$ cat src/logic/cpu_pkg.sv
`default_nettype none

package cpu_pkg;

    localparam int DATA_W     = 32;
    localparam int REG_ADDR_W = 5;
    localparam int IMM_W      = 16;

    localparam logic [REG_ADDR_W-1:0] LINK_REG = 5'd31; // JAL destination.

    // Primary opcodes in instr[31:26].
    localparam logic [5:0] OP_SPECIAL = 6'h00;
    localparam logic [5:0] OP_REGIMM  = 6'h01;
    localparam logic [5:0] OP_J       = 6'h02;
    localparam logic [5:0] OP_JAL     = 6'h03;
    localparam logic [5:0] OP_BEQ     = 6'h04;
    localparam logic [5:0] OP_BNE     = 6'h05;
    localparam logic [5:0] OP_BGTZ    = 6'h07;
    localparam logic [5:0] OP_ADDIU   = 6'h09;
    localparam logic [5:0] OP_ORI     = 6'h0d;
    localparam logic [5:0] OP_LUI     = 6'h0f;

    localparam logic [4:0] RT_BGEZ = 5'h01; // REGIMM selector in rt.

    // SPECIAL funct codes in instr[5:0].
    localparam logic [5:0] FN_SLL   = 6'h00;
    localparam logic [5:0] FN_JR    = 6'h08;
    localparam logic [5:0] FN_MFHI  = 6'h10;
    localparam logic [5:0] FN_MFLO  = 6'h12;
    localparam logic [5:0] FN_MULTU = 6'h19;
    localparam logic [5:0] FN_ADDU  = 6'h21;
    localparam logic [5:0] FN_SUBU  = 6'h23;
    localparam logic [5:0] FN_AND   = 6'h24;
    localparam logic [5:0] FN_OR    = 6'h25;
    localparam logic [5:0] FN_SLT   = 6'h2a;

    typedef enum logic [3:0] {
        ALU_ADD,
        ALU_SUB,
        ALU_AND,
        ALU_OR,
        ALU_SLT,
        ALU_SLL,
        ALU_LUI,
        ALU_LINK,  // Return address, pc + 8.
        ALU_MFHI,
        ALU_MFLO,
        ALU_NONE
    } alu_op_t;

    typedef enum logic [1:0] {
        SRC_REG,
        SRC_ZIMM,
        SRC_SIMM
    } src_b_t;

endpackage

`default_nettype wire
$ cat src/logic/pipe_if.sv
`default_nettype none

interface fetch_decode_if;
    logic [cpu_pkg::DATA_W-1:0] fetch_pc;  // Address now on imem_addr.
    logic [cpu_pkg::DATA_W-1:0] pc;        // Address of instr.
    logic [cpu_pkg::DATA_W-1:0] instr;
    logic                       valid;
    logic                       in_delay_slot;
    logic [cpu_pkg::DATA_W-1:0] next_pc;
    logic                       next_in_delay_slot;

    modport fetch (output fetch_pc, pc, instr, valid, in_delay_slot,
                   input  next_pc, next_in_delay_slot);
    modport decode (input  fetch_pc, pc, instr, valid, in_delay_slot,
                    output next_pc, next_in_delay_slot);
endinterface

interface decode_execute_if;
    logic                           valid;
    logic [cpu_pkg::DATA_W-1:0]     pc;
    cpu_pkg::alu_op_t               alu_op;
    cpu_pkg::src_b_t                src_b;
    logic [cpu_pkg::DATA_W-1:0]     rs_data;
    logic [cpu_pkg::DATA_W-1:0]     rt_data;
    logic [cpu_pkg::IMM_W-1:0]      imm;
    logic [cpu_pkg::REG_ADDR_W-1:0] sa;
    logic [cpu_pkg::REG_ADDR_W-1:0] dest;
    logic                           wen;
    logic                           is_multu;
    // Forward path back from execute.
    logic [cpu_pkg::DATA_W-1:0]     fwd_data;
    logic [cpu_pkg::REG_ADDR_W-1:0] fwd_dest;
    logic                           fwd_wen;

    modport decode (output valid, pc, alu_op, src_b, rs_data, rt_data, imm, sa,
                           dest, wen, is_multu,
                    input  fwd_data, fwd_dest, fwd_wen);
    modport execute (input  valid, pc, alu_op, src_b, rs_data, rt_data, imm, sa,
                            dest, wen, is_multu,
                     output fwd_data, fwd_dest, fwd_wen);
endinterface


`default_nettype wire

$ cat src/logic/decode_stage.sv
`default_nettype none

module decode_stage (
    fetch_decode_if.decode                   fd,
    decode_execute_if.decode                 de,
    output logic [cpu_pkg::REG_ADDR_W-1:0]   rs_addr,
    output logic [cpu_pkg::REG_ADDR_W-1:0]   rt_addr,
    input  logic [cpu_pkg::DATA_W-1:0]       rs_rdata,
    input  logic [cpu_pkg::DATA_W-1:0]       rt_rdata,
    input  logic                             res_wen,
    input  logic [cpu_pkg::REG_ADDR_W-1:0]   res_dest,
    input  logic [cpu_pkg::DATA_W-1:0]       res_data
);

    logic [5:0]                     op;
    logic [5:0]                     funct;
    logic [cpu_pkg::REG_ADDR_W-1:0] rs;
    logic [cpu_pkg::REG_ADDR_W-1:0] rt;
    logic [cpu_pkg::REG_ADDR_W-1:0] rd;
    logic [cpu_pkg::IMM_W-1:0]      imm;
    logic [cpu_pkg::DATA_W-1:0]     rs_val;
    logic [cpu_pkg::DATA_W-1:0]     rt_val;
    logic [cpu_pkg::DATA_W-1:0]     pc_plus4;
    logic [cpu_pkg::DATA_W-1:0]     br_target;
    logic                           eq;
    logic                           gtz;
    logic                           gez;
    cpu_pkg::alu_op_t               alu_op;
    cpu_pkg::src_b_t                src_b;
    logic [cpu_pkg::REG_ADDR_W-1:0] dest;
    logic                           wen;
    logic                           is_multu;
    logic                           is_jr;
    logic                           is_j;
    logic                           is_br;
    logic                           br_taken;
    logic                           redirect;

    assign op    = fd.instr[31:26];
    assign rs    = fd.instr[25:21];
    assign rt    = fd.instr[20:16];
    assign rd    = fd.instr[15:11];
    assign imm   = fd.instr[15:0];
    assign funct = fd.instr[5:0];

    assign rs_addr = rs;
    assign rt_addr = rt;

    // Execute result first, then the one being written back.
    function automatic logic [cpu_pkg::DATA_W-1:0] fwd_operand(
        input logic [cpu_pkg::REG_ADDR_W-1:0] addr,
        input logic [cpu_pkg::DATA_W-1:0]     rf_data
    );
        if (addr == '0) begin
            return rf_data;
        end else if (de.fwd_wen && de.fwd_dest == addr) begin
            return de.fwd_data;
        end else if (res_wen && res_dest == addr) begin
            return res_data;
        end
        return rf_data;
    endfunction

    always_comb begin
        rs_val = fwd_operand(rs, rs_rdata);
        rt_val = fwd_operand(rt, rt_rdata);
    end

    assign eq  = (rs_val == rt_val);
    assign gez = ~rs_val[31];
    assign gtz = ~rs_val[31] & (|rs_val);

    always_comb begin
        alu_op   = cpu_pkg::ALU_NONE;
        src_b    = cpu_pkg::SRC_REG;
        dest     = rd;
        wen      = 1'b0;
        is_multu = 1'b0;
        is_jr    = 1'b0;
        is_j     = 1'b0;
        is_br    = 1'b0;
        br_taken = 1'b0;
        case (op)
            cpu_pkg::OP_SPECIAL: begin
                wen = 1'b1;
                case (funct)
                    cpu_pkg::FN_SLL:   alu_op = cpu_pkg::ALU_SLL;
                    cpu_pkg::FN_MFHI:  alu_op = cpu_pkg::ALU_MFHI;
                    cpu_pkg::FN_MFLO:  alu_op = cpu_pkg::ALU_MFLO;
                    cpu_pkg::FN_ADDU:  alu_op = cpu_pkg::ALU_ADD;
                    cpu_pkg::FN_SUBU:  alu_op = cpu_pkg::ALU_SUB;
                    cpu_pkg::FN_AND:   alu_op = cpu_pkg::ALU_AND;
                    cpu_pkg::FN_OR:    alu_op = cpu_pkg::ALU_OR;
                    cpu_pkg::FN_SLT:   alu_op = cpu_pkg::ALU_SLT;
                    cpu_pkg::FN_JR: begin
                        wen   = 1'b0;
                        is_jr = 1'b1;
                    end
                    cpu_pkg::FN_MULTU: begin
                        wen      = 1'b0;
                        is_multu = 1'b1;
                    end
                    default:           wen = 1'b0;
                endcase
            end
            cpu_pkg::OP_REGIMM: begin
                is_br    = (rt == cpu_pkg::RT_BGEZ);
                br_taken = (rt == cpu_pkg::RT_BGEZ) && gez;
            end
            cpu_pkg::OP_J:      is_j = 1'b1;
            cpu_pkg::OP_JAL: begin
                is_j   = 1'b1;
                alu_op = cpu_pkg::ALU_LINK;
                dest   = cpu_pkg::LINK_REG;
                wen    = 1'b1;
            end
            cpu_pkg::OP_BEQ: begin
                is_br    = 1'b1;
                br_taken = eq;
            end
            cpu_pkg::OP_BNE: begin
                is_br    = 1'b1;
                br_taken = ~eq;
            end
            cpu_pkg::OP_BGTZ: begin
                is_br    = 1'b1;
                br_taken = gtz;
            end
            cpu_pkg::OP_ADDIU: begin
                alu_op = cpu_pkg::ALU_ADD;
                src_b  = cpu_pkg::SRC_SIMM;
                dest   = rt;
                wen    = 1'b1;
            end
            cpu_pkg::OP_ORI: begin
                alu_op = cpu_pkg::ALU_OR;
                src_b  = cpu_pkg::SRC_ZIMM;
                dest   = rt;
                wen    = 1'b1;
            end
            cpu_pkg::OP_LUI: begin
                alu_op = cpu_pkg::ALU_LUI;
                dest   = rt;
                wen    = 1'b1;
            end
            default: ;
        endcase
    end

    // A control transfer sitting in a delay slot is not followed.
    assign redirect  = fd.valid & ~fd.in_delay_slot;
    assign pc_plus4  = fd.pc + 32'd4;
    assign br_target = pc_plus4 + {{14{imm[15]}}, imm, 2'b00};

    always_comb begin
        if (redirect && is_jr) begin
            fd.next_pc = rs_val;
        end else if (redirect && is_j) begin
            fd.next_pc = {pc_plus4[31:28], fd.instr[25:0], 2'b00};
        end else if (redirect && br_taken) begin
            fd.next_pc = br_target;
        end else begin
            fd.next_pc = fd.fetch_pc + 32'd4;
        end
    end

    assign fd.next_in_delay_slot = redirect & (is_jr | is_j | is_br);

    assign de.valid    = fd.valid;
    assign de.pc       = fd.pc;
    assign de.alu_op   = alu_op;
    assign de.src_b    = src_b;
    assign de.rs_data  = rs_val;
    assign de.rt_data  = rt_val;
    assign de.imm      = imm;
    assign de.sa       = fd.instr[10:6];
    assign de.dest     = dest;
    assign de.wen      = wen;
    assign de.is_multu = is_multu;

endmodule

`default_nettype wire

$ cat src/flat_wrapper.sv
// flat-port wrapper written by rule: the top's interface ports become plain ports
module decode_stage_flat 
  (rs_addr, rt_addr, rs_rdata, rt_rdata, res_wen, res_dest, res_data, fd_fetch_pc, fd_pc, fd_instr, fd_valid, fd_in_delay_slot, fd_next_pc, fd_next_in_delay_slot, de_valid, de_pc, de_alu_op, de_src_b, de_rs_data, de_rt_data, de_imm, de_sa, de_dest, de_wen, de_is_multu, de_fwd_data, de_fwd_dest, de_fwd_wen);
  fetch_decode_if fd_i ();
  decode_execute_if de_i ();
  output logic [cpu_pkg::REG_ADDR_W-1:0] rs_addr;
  output logic [cpu_pkg::REG_ADDR_W-1:0] rt_addr;
  input  logic [cpu_pkg::DATA_W-1:0] rs_rdata;
  input  logic [cpu_pkg::DATA_W-1:0] rt_rdata;
  input  logic res_wen;
  input  logic [cpu_pkg::REG_ADDR_W-1:0] res_dest;
  input  logic [cpu_pkg::DATA_W-1:0] res_data;
  input wire logic [$bits(fd_i.fetch_pc)-1:0] fd_fetch_pc;
  input wire logic [$bits(fd_i.pc)-1:0] fd_pc;
  input wire logic [$bits(fd_i.instr)-1:0] fd_instr;
  input wire logic [$bits(fd_i.valid)-1:0] fd_valid;
  input wire logic [$bits(fd_i.in_delay_slot)-1:0] fd_in_delay_slot;
  output wire logic [$bits(fd_i.next_pc)-1:0] fd_next_pc;
  output wire logic [$bits(fd_i.next_in_delay_slot)-1:0] fd_next_in_delay_slot;
  output wire logic [$bits(de_i.valid)-1:0] de_valid;
  output wire logic [$bits(de_i.pc)-1:0] de_pc;
  output wire logic [$bits(de_i.alu_op)-1:0] de_alu_op;
  output wire logic [$bits(de_i.src_b)-1:0] de_src_b;
  output wire logic [$bits(de_i.rs_data)-1:0] de_rs_data;
  output wire logic [$bits(de_i.rt_data)-1:0] de_rt_data;
  output wire logic [$bits(de_i.imm)-1:0] de_imm;
  output wire logic [$bits(de_i.sa)-1:0] de_sa;
  output wire logic [$bits(de_i.dest)-1:0] de_dest;
  output wire logic [$bits(de_i.wen)-1:0] de_wen;
  output wire logic [$bits(de_i.is_multu)-1:0] de_is_multu;
  input wire logic [$bits(de_i.fwd_data)-1:0] de_fwd_data;
  input wire logic [$bits(de_i.fwd_dest)-1:0] de_fwd_dest;
  input wire logic [$bits(de_i.fwd_wen)-1:0] de_fwd_wen;
  assign fd_i.fetch_pc = fd_fetch_pc;
  assign fd_i.pc = fd_pc;
  assign fd_i.instr = fd_instr;
  assign fd_i.valid = fd_valid;
  assign fd_i.in_delay_slot = fd_in_delay_slot;
  assign fd_next_pc = fd_i.next_pc;
  assign fd_next_in_delay_slot = fd_i.next_in_delay_slot;
  assign de_valid = de_i.valid;
  assign de_pc = de_i.pc;
  assign de_alu_op = de_i.alu_op;
  assign de_src_b = de_i.src_b;
  assign de_rs_data = de_i.rs_data;
  assign de_rt_data = de_i.rt_data;
  assign de_imm = de_i.imm;
  assign de_sa = de_i.sa;
  assign de_dest = de_i.dest;
  assign de_wen = de_i.wen;
  assign de_is_multu = de_i.is_multu;
  assign de_i.fwd_data = de_fwd_data;
  assign de_i.fwd_dest = de_fwd_dest;
  assign de_i.fwd_wen = de_fwd_wen;
  decode_stage u_core (.fd(fd_i), .de(de_i), .rs_addr(rs_addr), .rt_addr(rt_addr), .rs_rdata(rs_rdata), .rt_rdata(rt_rdata), .res_wen(res_wen), .res_dest(res_dest), .res_data(res_data));
endmodule
$ cat config.mk
export PLATFORM = sky130hd
export DESIGN_NAME = decode_stage_flat
export DESIGN_NICKNAME = d
export VERILOG_FILES = /design/src/logic/cpu_pkg.sv /design/src/logic/pipe_if.sv /design/src/logic/decode_stage.sv /design/src/flat_wrapper.sv
export SDC_FILE = /design/constraint.sdc
export NUM_CORES = 1
export LEC_CHECK = 0
export BUFFER_PORTS_ARGS = -buffer_cell sky130_fd_sc_hd__buf_2
export CAP_MARGIN = 25
export CORE_AREA = 10 10 150 152
export DETAILED_ROUTE_END_ITERATION = 10
export DIE_AREA = 0 0 160 162
export PLACE_DENSITY = 0.69
export SKIP_LAST_GASP = 1
export SYNTH_ARGS = -nofsm -noshare
export SYNTH_HDL_FRONTEND = slang
export SYNTH_SLANG_ARGS = --single-unit
$ cat constraint.sdc
create_clock -name vclk -period 11.8
set_input_delay 2.36 -clock vclk [all_inputs]
set_output_delay 2.36 -clock vclk [all_outputs]
set_load 0.01 [all_outputs]
=== Yosys cells after proc, flatten, opt, wreduce, memory -nomap -nowiden ===
Index checks and enable logic that the tools add are counted.

* $add $sub $neg: 3
* Eq/ne operators: 24
* Mux-type cells: 30
* Bitwise gates (word level): 8
* Reductions and logical operators: 18

{| class="wikitable"
|+ Operator list
! operator !! number
|-
| $mux W32 || 11
|-
| $add A32 B3 Y32 const B || 2
|-
| $add A32 B32 Y32 || 1
|-
| $eq A32 B32 Y1 || 1
|-
| $pmux W4 S8 || 1
|-
| $reduce_or A32 Y1 || 1
|-
| $eq A6 B6 Y1 const B || 5
|-
| $eq A6 B4 Y1 const B || 4
|-
| $eq A5 B5 Y1 || 4
|-
| $pmux W4 S5 || 1
|-
| $eq A6 B3 Y1 const B || 3
|-
| $eq A6 B5 Y1 const B || 3
|-
| $eq A6 B2 Y1 const B || 2
|-
| $logic_not A6 Y1 || 2
|-
| $mux W1 || 12
|-
| $logic_not A5 Y1 || 2
|-
| $pmux W5 S2 || 1
|-
| $logic_and A1 B1 Y1 || 8
|-
| $reduce_or A8 Y1 || 1
|-
| $eq A6 B1 Y1 const B || 1
|-
| $reduce_or A3 Y1 || 2
|-
| $eq A5 B1 Y1 const B || 1
|-
| $pmux W1 S2 || 2
|-
| $pmux W1 S4 || 1
|-
| other kinds (6) || 11
|}

* Register bits: 0
* Input port bits: 238
* Word-level logic and storage cells: 83

=== Depth between registers and ports, before layout ===
Gate-level depths: netlist (run 1).

* Depth after elaboration: 13
* Mapped depth: 19
* Gate-level depth less buffers: 19

=== Least setup slack after synthesis (run 1) ===
No wires, ideal clock.

* Path kind: input port to output port
* Start point: input port fd_instr[21]
* End point: output port fd_next_pc[8]
* Data arrival time: 5.660 ns
* Required time: 9.440 ns
* Path slack: 3.780 ns
* Stages: 14
* Cell sequence: xnor2_1 nand4_1 nor2_4 buf_4 buf_4 mux2_2 mux2_2 xor2_1 nand4_1 nor4_2 a21oi_1 a211oi_4 mux2_2 a21oi_1

* Longest elaborated chain between the ends: 13

{| class="wikitable"
|+ RTL lines
! item !! RTL line !! source
|-
| start, declared || flat_wrapper.sv:15 || <nowiki>input wire logic [$bits(fd_i.instr)-1:0] fd_instr;</nowiki>
|-
| $eq A5 B5 Y1 || decode_stage.sv:58 || <nowiki>end else if (res_wen && res_dest == addr) begin</nowiki>
|-
| $logic_and A1 B1 Y1 || decode_stage.sv:58 ||
|-
| $mux W1 || decode_stage.sv:58 ||
|-
| $mux W1 || decode_stage.sv:56 || <nowiki>end else if (de.fwd_wen && de.fwd_dest == addr) begin</nowiki>
|-
| $mux W1 || decode_stage.sv:54 || <nowiki>if (addr == '0) begin</nowiki>
|-
| $mux W32 (*) || decode_stage.sv:61 || <nowiki>return rf_data;</nowiki>
|-
| named net de_rs_data[29] || flat_wrapper.sv:24 || <nowiki>output wire logic [$bits(de_i.rs_data)-1:0] de_rs_data;</nowiki>
|-
| $reduce_or A32 Y1 / $eq A32 B32 Y1 (equally long branches) || decode_stage.sv:71, decode_stage.sv:69 ||
|-
| $and A1 B1 Y1 / $not A1 Y1 (equally long branches) || decode_stage.sv:71, decode_stage.sv:123 ||
|-
| $pmux W1 S4 (*) || decode_stage.sv:83 || <nowiki>case (op)</nowiki>
|-
| $logic_and A1 B1 Y1 (*) || decode_stage.sv:160 || <nowiki>end else if (redirect && br_taken) begin</nowiki>
|-
| $mux W32 (*) || decode_stage.sv:160 ||
|-
| $mux W32 (*) || decode_stage.sv:158 || <nowiki>end else if (redirect && is_j) begin</nowiki>
|-
| $mux W32 (*) || decode_stage.sv:156 || <nowiki>if (redirect && is_jr) begin</nowiki>
|-
| end, declared || flat_wrapper.sv:18 || <nowiki>output wire logic [$bits(fd_i.next_pc)-1:0] fd_next_pc;</nowiki>
|}

Mark *: on every way through the listed nets, which the timed path passes. The rest lies on a longest branch.

=== Worst setup path after layout (run 1) ===
* Start point: input port fd_instr[18]
* End point: output port fd_next_pc[9]

* Longest elaborated chain between the ends: 13

{| class="wikitable"
|+ RTL lines
! item !! RTL line !! source
|-
| $eq A5 B5 Y1 || decode_stage.sv:58 ||
|-
| $logic_and A1 B1 Y1 || decode_stage.sv:58 ||
|-
| $mux W1 || decode_stage.sv:58 ||
|-
| $mux W1 || decode_stage.sv:56 ||
|-
| $mux W1 || decode_stage.sv:54 ||
|-
| $mux W32 || decode_stage.sv:61 ||
|-
| $eq A32 B32 Y1 || decode_stage.sv:69 || <nowiki>assign eq = (rs_val == rt_val);</nowiki>
|-
| $not A1 Y1 || decode_stage.sv:123 || <nowiki>br_taken = ~eq;</nowiki>
|-
| $pmux W1 S4 (*) || decode_stage.sv:83 ||
|-
| $logic_and A1 B1 Y1 (*) || decode_stage.sv:160 ||
|-
| $mux W32 (*) || decode_stage.sv:160 ||
|-
| $mux W32 (*) || decode_stage.sv:158 ||
|-
| $mux W32 (*) || decode_stage.sv:156 ||
|}

Every way passes the cells marked *; elsewhere a longest branch is shown, timed or not.

==> reports/qor.yml, run 1 <==
slew_viol_final: 0
combPwrFrac_pct: 100.0
drive_gt1_share_pct: 40.3
critPathKind: "input port to output pin"
dr.pass1.iters: 5
io_buffer_count: 412
syn_inst: 962
antenna_found_initial: 2
core-area_sq_um: 19400
cts-resized-gates: 0
max_freq_mhz: 101
p_per_area_nw_per_um2: 40.5
cp.arrival_ns: 7.53
ys_warn_count: 0
fin_crit_ns: 9.89
tns_ns: 0
p_switching_uw: 197
routed_wl_mm: 36.7
viasPerCell: 5.54
avgSynthCellArea_sq_um: 6.90
drt_iter0_drc: 522
regArea_sq_um: 0
grt_usage_pct: 25.9
syn_nets: 1232
maxCapViolCount: 0
max_slew_margin_pct: 33.0
fin_util_pct: 43.2
gp_congestion: 0.952
dieArea_sq_um: 25900
hp-class: "input port to output pin"
die_w_um: 160
endpoint_kind: "output pin"
synth_cell_types: 68
overflow: 0
die_y_um: 162
rsz0062_at_grt: "no"
cts_hold_buf: 0
drt-wirelength-per-cell_um: 23.9
switching_share_pct: 58.2
fin_cells: 1539
ant_nets: 0
finalNetCount: 1544
min_period_over_period_pct: 83.8
clockBufferCount: 0
n_sequential_cell: 0
num_rows: 51
p_seq_share_pct: 0
cts_setup_buffers: 0
start_util_pct: 34.2
dpl.hpwl_mm: 31.7
status: "completed"
cp_data_required_time_ns: 9.44
intPower_uw: 142
grt_start_max_net_pins: 50
setup_viol: 0
drc: 0
crit_fanout: 35
synth_seq_area_share_pct: 0
ir_drop_v: 0.0000206
p_leak_nw: 4.17
worst_pin_slew_ns: 1.01
p_clk_share_pct: 0
syn2layout_area_growth_pct: 26.3
grt_pass1_vias: 8620
synth_area_sq_um: 6640
dp.cells: 1537
fillCellCount: 2111
cp-start-kind: "input port"
vias: 8533
grt_first_pass_wirelength_mm: 53.6
ios: 412
hold_viol_final: 0
==> worst max-delay path: stages <==
cell	delay [ns]
buf_2	0.15
xnor2_1	0.19
nand4_2	0.52
or2_1	0.45
a21oi_2	0.77
buf_4	0.38
o221ai_1	0.21
xor2_1	0.22
nand4_1	0.21
nor4_2	0.35
a21oi_1	0.19
a211oi_4	0.25
buf_4	0.50
mux2i_1	0.16
o221ai_1	0.34
buf_2	0.22
==> worst paths after layout <==
path / from / end / cells after the start
hold / removal: fd_valid / de_valid / 2
setup / recovery: fd_instr[18] / fd_next_pc[9] / 16
==> cells by family (layout without fill, tap and decap cells) <==
kind of cell,count (synthesis),in the layout,synth area share [%]
buffers and inverters,182,492,15.0
adders and majority gates,32,32,6.14
xor gates and xnor gates,134,134,17.7
muxes,89,89,14.7
and+or+nand+nor,308,308,24.5
other,0,2,0
AOI/OAI and AO/OA,217,217,22.0
==> routing by layer <==
layer	vias to the layer above	GRT usage, %	routed length, um
li1	4042	-	-
met1	3977	31.7	14900
met2	458	45.2	17900
met3	56	4.32	2760
met4	0	8.18	1180
met5	-	0	0
==> Yosys cell counts, types with 3 or more instances <==
library cell / count / area (sq um)
a221o_1: 4 / 40.0
a21o_1: 16 / 120
o221ai_1: 19 / 166
nor4_1: 22 / 138
and3_1: 27 / 169
nand4_1: 13 / 81.3
nand3_1: 35 / 175
nand3b_1: 4 / 30.0
mux2i_1: 31 / 310
xor2_1: 57 / 499
o22ai_1: 29 / 181
a22oi_1: 12 / 90.1
buf_2: 12 / 60.1
clkbuf_1: 26 / 97.6
xnor2_1: 77 / 674
o21a_1: 3 / 22.5
nor2b_1: 3 / 18.8
mux2_2: 55 / 619
o21ai_1: 8 / 40.0
nor2_1: 46 / 173
or3_1: 19 / 119
a21oi_1: 52 / 260
buf_6: 4 / 45.0
nor3_1: 31 / 155
buf_4: 68 / 510
ha_1: 31 / 388
inv_1: 71 / 267
a31oi_1: 18 / 113
o21ai_0: 22 / 110
and2_1: 6 / 37.5
o22a_1: 5 / 43.8
nand2b_1: 9 / 56.3
or2_2: 20 / 125
o21bai_1: 5 / 37.5
nand2_1: 59 / 221
a211o_1: 3 / 26.3
==> per-stage QoR <==
stage / power [mW] / hold slack, ns / worst slack [ns] / cell area (sq um)
final: 0.339 / 4.94 / 1.91 / 8390
after global routing: 0.368 / 4.94 / 1.67 / 8390
after CTS: 0.339 / 4.93 / 1.97 / 8380
after detailed placement: 0.337 / 4.93 / 1.99 / 8380
after global placement: 0.337 / 4.92 / 2.03 / 8380
after floorplan: 0.200 / 4.81 / 3.78 / 6640
==> cells in the final DEF (no fill, tap or decap), types with 31 or more instances in the layout <==
cell type / synthesis / routed
nor3_1: 31 / 31
xor2_1: 57 / 57
a21oi_1: 52 / 52
inv_1: 71 / 71
nand2_1: 59 / 59
mux2_2: 55 / 55
nor2_1: 46 / 46
buf_2: 12 / 412
ha_1: 31 / 31
nand3_1: 35 / 35
mux2i_1: 31 / 31
xnor2_1: 77 / 77
==> power by group through the flow <==
stage | Clock [mW] | Sequential, mW | Combinational (mW)
floorplan | 0 | 0 | 0.200
global placement | 0 | 0 | 0.337
detailed placement | 0 | 0 | 0.337
CTS | 0 | 0 | 0.339
global route | 0.0000000228 | 0 | 0.368
finish | 0.0000000228 | 0 | 0.339
==> cell type report <==
| type | count | area [sq um] | area share [%] |
|---|---|---|---|
| Multi-Input combinational cell | 780 | 5650 | 67.4 |
| Antenna cell | 2 | 5.00 | 0.0597 |
| Inverter | 71 | 267 | 3.18 |
| Tap cell | 265 | 332 | 3.95 |
| Timing Repair Buffer | 421 | 2130 | 25.4 |
(Power assumes the default switching activity.)
==> run 2: changes to the inputs <==
- CORE_AREA: 10 10 150 152 -> 10 10 151 153
- DIE_AREA: 0 0 160 162 -> 0 0 161 163
- PLACE_DENSITY: 0.69 -> 0.71
- clock period: 11.8 -> 8.4 ns (I/O delays scaled with it)
==> run 2 against run 1 <==
Against the previous run:
- power up 42%
- sequential cell count unchanged
- critical endpoint is now fd_next_pc[23]
- worst setup slack lost 1.5 ns
- largest power group unchanged
- largest cell class unchanged
- critical path type unchanged
==> reports/qor.yml, run 2 (same netlist as run 1, synthesis figures left out) <==
p_switching_uw: 278  # +41%
worst_path_max_delay_cell: "a211oi_4"
final_common_cell: "buf_2"
cts-resized-gates: 0  # unchanged
cts_hold_buf: 0  # unchanged
drt-wirelength-per-cell_um: 23.7  # -0.85%
cts_setup_buffers: 0  # unchanged
cp.arrival_ns: 6.26  # -1.27 ns
dr.pass1.iters: 5  # unchanged
p_seq_share_pct: 0  # unchanged
drive_gt1_share_pct: 40.8  # +0.56 points
dpl.hpwl_mm: 31.9  # +0.60%
endpoint_kind: "output pin"
post-place-ws_ns: 0.512  # -1.48 ns
status: "completed"
grt_pass1_vias: 8875  # +3.0%
cp_data_required_time_ns: 6.72  # -2.72 ns
vias: 8636  # +1.2%
core-area_sq_um: 19900  # +2.6%
combPwrFrac_pct: 100.0  # about the same
ant_nets: 0  # unchanged
max_slew_margin_pct: 40.8  # +7.9 points
p_leak_nw: 4.23  # +1.4%
routed_wl_mm: 36.8  # +0.18%
overflow: 0  # unchanged
fin_crit_ns: 7.94
ir_drop_v: 0.0000240  # +16%
min_period_over_period_pct: 94.5
path_cells: "buf_2, xor2_1, nor4_1, and3_1, buf_4, nand2_1, o221ai_1, xor2_1, nand4_1, nor4_2, a21oi_1, a211oi_4, buf_4, mux2i_1, o21ai_1, buf_2"
gp_congestion: 1.01  # +5.8%
max_freq_mhz: 126
viasPerCell: 5.55  # +0.17%
p_clk_share_pct: 0  # unchanged
multiInputGateArea_sq_um: 5650  # unchanged
p_per_area_nw_per_um2: 56.6  # +40%
ios: 412  # unchanged
critPathKind: "input port to output pin"
num_rows: 52  # +2.0%
crit_fanout: 17  # -51%
drc: 0  # unchanged
tns_ns: 0  # unchanged
switching_share_pct: 57.8  # -0.35 points
syn2layout_area_growth_pct: 27.7
cp-start-kind: "input port"
die_w_um: 161  # +0.63%
maxCapViolCount: 0  # unchanged
fillCellCount: 2125  # +0.66%
finalWorstSetupSlack_ns: 0.459  # -1.45 ns
start_util_pct: 33.4  # -0.88 points
grt_start_max_net_pins: 49  # -2.0%
die_y_um: 163  # +0.62%
clockBufferCount: 0  # unchanged
grt_usage_pct: 25.5  # -0.42 points
setup_viol: 0  # unchanged
dieArea_sq_um: 26200  # +1.2%
hold_viol_final: 0  # unchanged
drt_iter0_drc: 668  # +28%
grt_first_pass_wirelength_mm: 53.2  # -0.81%
final_cell_mix: "buf_2 (412), xnor2_1 (77), inv_1 (71)"
slowest_delay_ns: 0.65  # -0.12 ns
antenna_found_initial: 1  # -1
worst_pin_slew_ns: 0.886  # -0.120 ns
regArea_sq_um: 0  # unchanged
rsz0062_at_grt: "no"
io_buffer_count: 412  # unchanged
intPower_uw: 203  # +43%
hp-class: "input port to output pin"
slew_viol_final: 0  # unchanged
finalNetCount: 1556  # +0.78%
n_sequential_cell: 0  # unchanged
==> run 2: changes by cell type in the layout (fill, tap and decap cells not counted), sizes merged <==
cell	previous run	this run
buf	421	433
diode	2	1
==> run 2: area by class of cell <==
cell class                 instances  area share, %
multi-input combinational        780           66.7
timing repair buffer             433           26.2
tap                              270           3.98
inverter                          71           3.14
antenna                            1         0.0295
==> run 2: layer usage <==
layer | up-vias | GRT usage [%] | wire (um)
met4 | 0 | 7.07 | 1080
met5 | - | 0 | 0
met1 | 4029 | 30.3 | 14700
met2 | 475 | 46.0 | 18100
met3 | 56 | 4.47 | 2810
li1 | 4076 | - | -
==> run 2: worst paths after layout <==
path	start	to	slack, ns	cells after the start
max	fd_instr[20]	fd_next_pc[23]	0.46	16
min	fd_pc[1]	de_pc[1]	3.56	2
==> run 2: metrics by stage <==
| stage | hold slack, ns | cells | instance area (sq um) | util [%] | power, mW |
|---|---|---|---|---|---|
| 3_5_place_dp | 3.56 | 1554 | 8480 | 42.6 | 0.477 |
| 6_report | 3.56 | 1555 | 8480 | 42.6 | 0.480 |
| 4_1_cts | 3.57 | 1554 | 8480 | 42.6 | 0.479 |
| 3_3_place_gp | 3.57 | 1554 | 8480 | 42.6 | 0.475 |
| 2_1_floorplan | 3.45 | 962 | 6640 | - | 0.281 |
| 5_1_grt | 3.58 | 1555 | 8480 | 42.6 | 0.519 |
==> run 2: critical path, delay by kind of cell <==
family	cells	cell delay [ns]
AOI/OAI and AO/OA	4	1.37
buffers and inverters	4	0.93
and+or+nand+nor	5	1.52
xor gates and xnor gates	2	0.47
muxes	1	0.26
==> run 2: power groups by stage <==
stage	Sequential, mW	Combinational (mW)	Clock (mW)
after floorplan	0	0.281	0
after global placement	0	0.475	0
after detailed placement	0	0.477	0
after CTS	0	0.479	0
after global routing	0	0.519	0.0000000159
final	0	0.480	0.0000000159
==> run 3: changes to the inputs <==
- BUFFER_PORTS_ARGS: -buffer_cell sky130_fd_sc_hd__buf_2 -> default
- DONT_BUFFER_PORTS: default -> 1
- PLACE_DENSITY: 0.71 -> default
- PLACE_DENSITY_LB_ADDON: default -> 0.3
==> run 3 against run 2 <==
Against the previous run:
- global-route usage fell by 1.1 points
- die area did not move
- clock-buffer cell count did not move
- utilization fell by 9.4 points
- sequential cell count did not move
- worst setup slack improved by 0.12 ns
- maximum frequency rose by 1.6%
- power fell by 29%
- cell count fell by 25%
==> reports/qor.yml, run 3 (same netlist as run 1, synthesis figures left out) <==
grt_pass1_vias: 7097  # -20%
holdPathEnd: "de_pc[0]"
ant_nets: 0  # unchanged
routed_wl_mm: 35.0  # -4.9%
hp-class: "input port to output pin"
crit_fanout: 35  # +18
drt-wirelength-per-cell_um: 30.0  # +27%
die_w_um: 161  # unchanged
vias: 7186  # -17%
dr.pass1.iters: 5  # unchanged
drt_iter0_drc: 456  # -32%
hold_viol_final: 0  # unchanged
io_buffer_count: 0  # -100%
drive_gt1_share_pct: 15.2  # -26 points
clockBufferCount: 0  # unchanged
fin_util_pct: 33.2  # -9.4 points
grt_usage_pct: 24.4  # -1.1 points
slew_viol_final: 0  # unchanged
num_rows: 52  # unchanged
gp_congestion: 0.916  # -9.1%
setup_viol: 0  # unchanged
drc: 0  # unchanged
hp-start: "fd_pc[0]"
min_period_over_period_pct: 93.1  # -1.5 points
viasPerCell: 6.16  # +11%
cts_hold_buf: 0  # unchanged
cp.arrival_ns: 6.14  # -0.12 ns
cts-resized-gates: 0  # unchanged
overflow: 0  # unchanged
cts_setup_buffers: 0  # unchanged
grt_start_max_net_pins: 49  # unchanged
die_y_um: 163  # unchanged
fin_crit_ns: 7.82  # -0.124 ns
dpl.hpwl_mm: 29.8  # -6.4%
grt_first_pass_wirelength_mm: 49.4  # -7.0%
core-area_sq_um: 19900  # unchanged
antenna_found_initial: 0  # -1
critPathKind: "input port to output pin"
power_uw: 342  # -29%
regArea_sq_um: 0  # unchanged
syn2layout_area_growth_pct: -0.415
ios: 412  # unchanged
p_leak_nw: 2.72  # -36%
cp_data_required_time_ns: 6.72  # about the same
maxCapViolCount: 0  # unchanged
max_slew_margin_pct: 34.6  # -6.2 points
fillCellCount: 2231  # +5.0%
hold_depth: 0  # -2
max_freq_mhz: 128  # +1.6%
p_per_area_nw_per_um2: 51.7  # -8.7%
finalNetCount: 1168  # -25%
endpoint_kind: "output pin"
ir_drop_v: 0.0000179  # -25%
worst_pin_slew_ns: 0.979  # +0.0934 ns
antenna_cells: 0  # -1
cp-start-kind: "input port"
start_util_pct: 33.4  # unchanged
rsz0062_at_grt: "no"
post_dp_cell_area_sq_um: 6610  # -22%
fin_area_sq_um: 6610  # -22%
hold_ws_ns: 3.36  # -0.203 ns
final_cell_mix: "xnor2_1 (77), inv_1 (71), nand2_1 (59)"
final_common_cell: "xnor2_1"
multiInputGateArea_sq_um: 5660  # about the same
n_sequential_cell: 0  # unchanged
status: "completed"
dieArea_sq_um: 26200  # unchanged
tns_ns: 0  # unchanged
run 3: changes by cell type in the layout (fill, tap and decap cells not counted), sizes merged:
| cell | previous run | this run |
|---|---|---|
| buf | 433 | 45 |
| diode | 1 | 0 |
run 3: metal layers:
layer / global-route usage, % / share of wire, % / vias up
met3: 7.46 / 9.9 / 38
li1: - / - / 3293
met2: 44.5 / 50 / 417
met1: 27.1 / 38 / 3438
met5: 0 / 0 / -
met4: 5.29 / 2.4 / 0
run 3: cell type report:
cell class / count / area share, %
multi-input cells: 780 / 85.6
well taps: 270 / 5.11
inverters: 71 / 4.03
repair buffers: 45 / 5.30
run 3: worst max path at each step:
stage | cells past startpoint | start | endpoint
5_1_grt | 14 | res_dest[4] | fd_next_pc[8]
4_1_cts | 14 | res_dest[4] | fd_next_pc[8]
2_1_floorplan | 14 | fd_instr[21] | fd_next_pc[8]
3_3_place_gp | 15 | fd_instr[24] | fd_next_pc[8]
3_5_place_dp | 15 | fd_instr[24] | fd_next_pc[8]
6_report | 14 | res_dest[4] | fd_next_pc[8]
run 3: through the flow:
stage          setup WS (ns)  std cells
2_1_floorplan           1.74        962
3_3_place_gp           0.652       1166
3_5_place_dp           0.672       1166
4_1_cts                0.654       1166
5_1_grt                0.362       1166
6_report               0.583       1166
run 3: report_power, final:
| group | switching, mW | internal, mW |
|---|---|---|
| Combinational | 0.200 | 0.141 |
| Clock | 0 | 0 |
| Sequential | 0 | 0 |
| Total | 0.200 | 0.141 |
run 3: critical path: stages:
cell      delay [ns]
xor2_1          0.14
nor4_1          0.45
and3_1          0.63
nand2_1         0.53
o221ai_1        0.45
xor2_1          0.18
nand4_1         0.12
nor4_2          0.48
a21oi_1         0.21
a211oi_4        0.29
buf_12          0.28
mux2_2          0.36
a21oi_1         0.14
buf_4           0.14
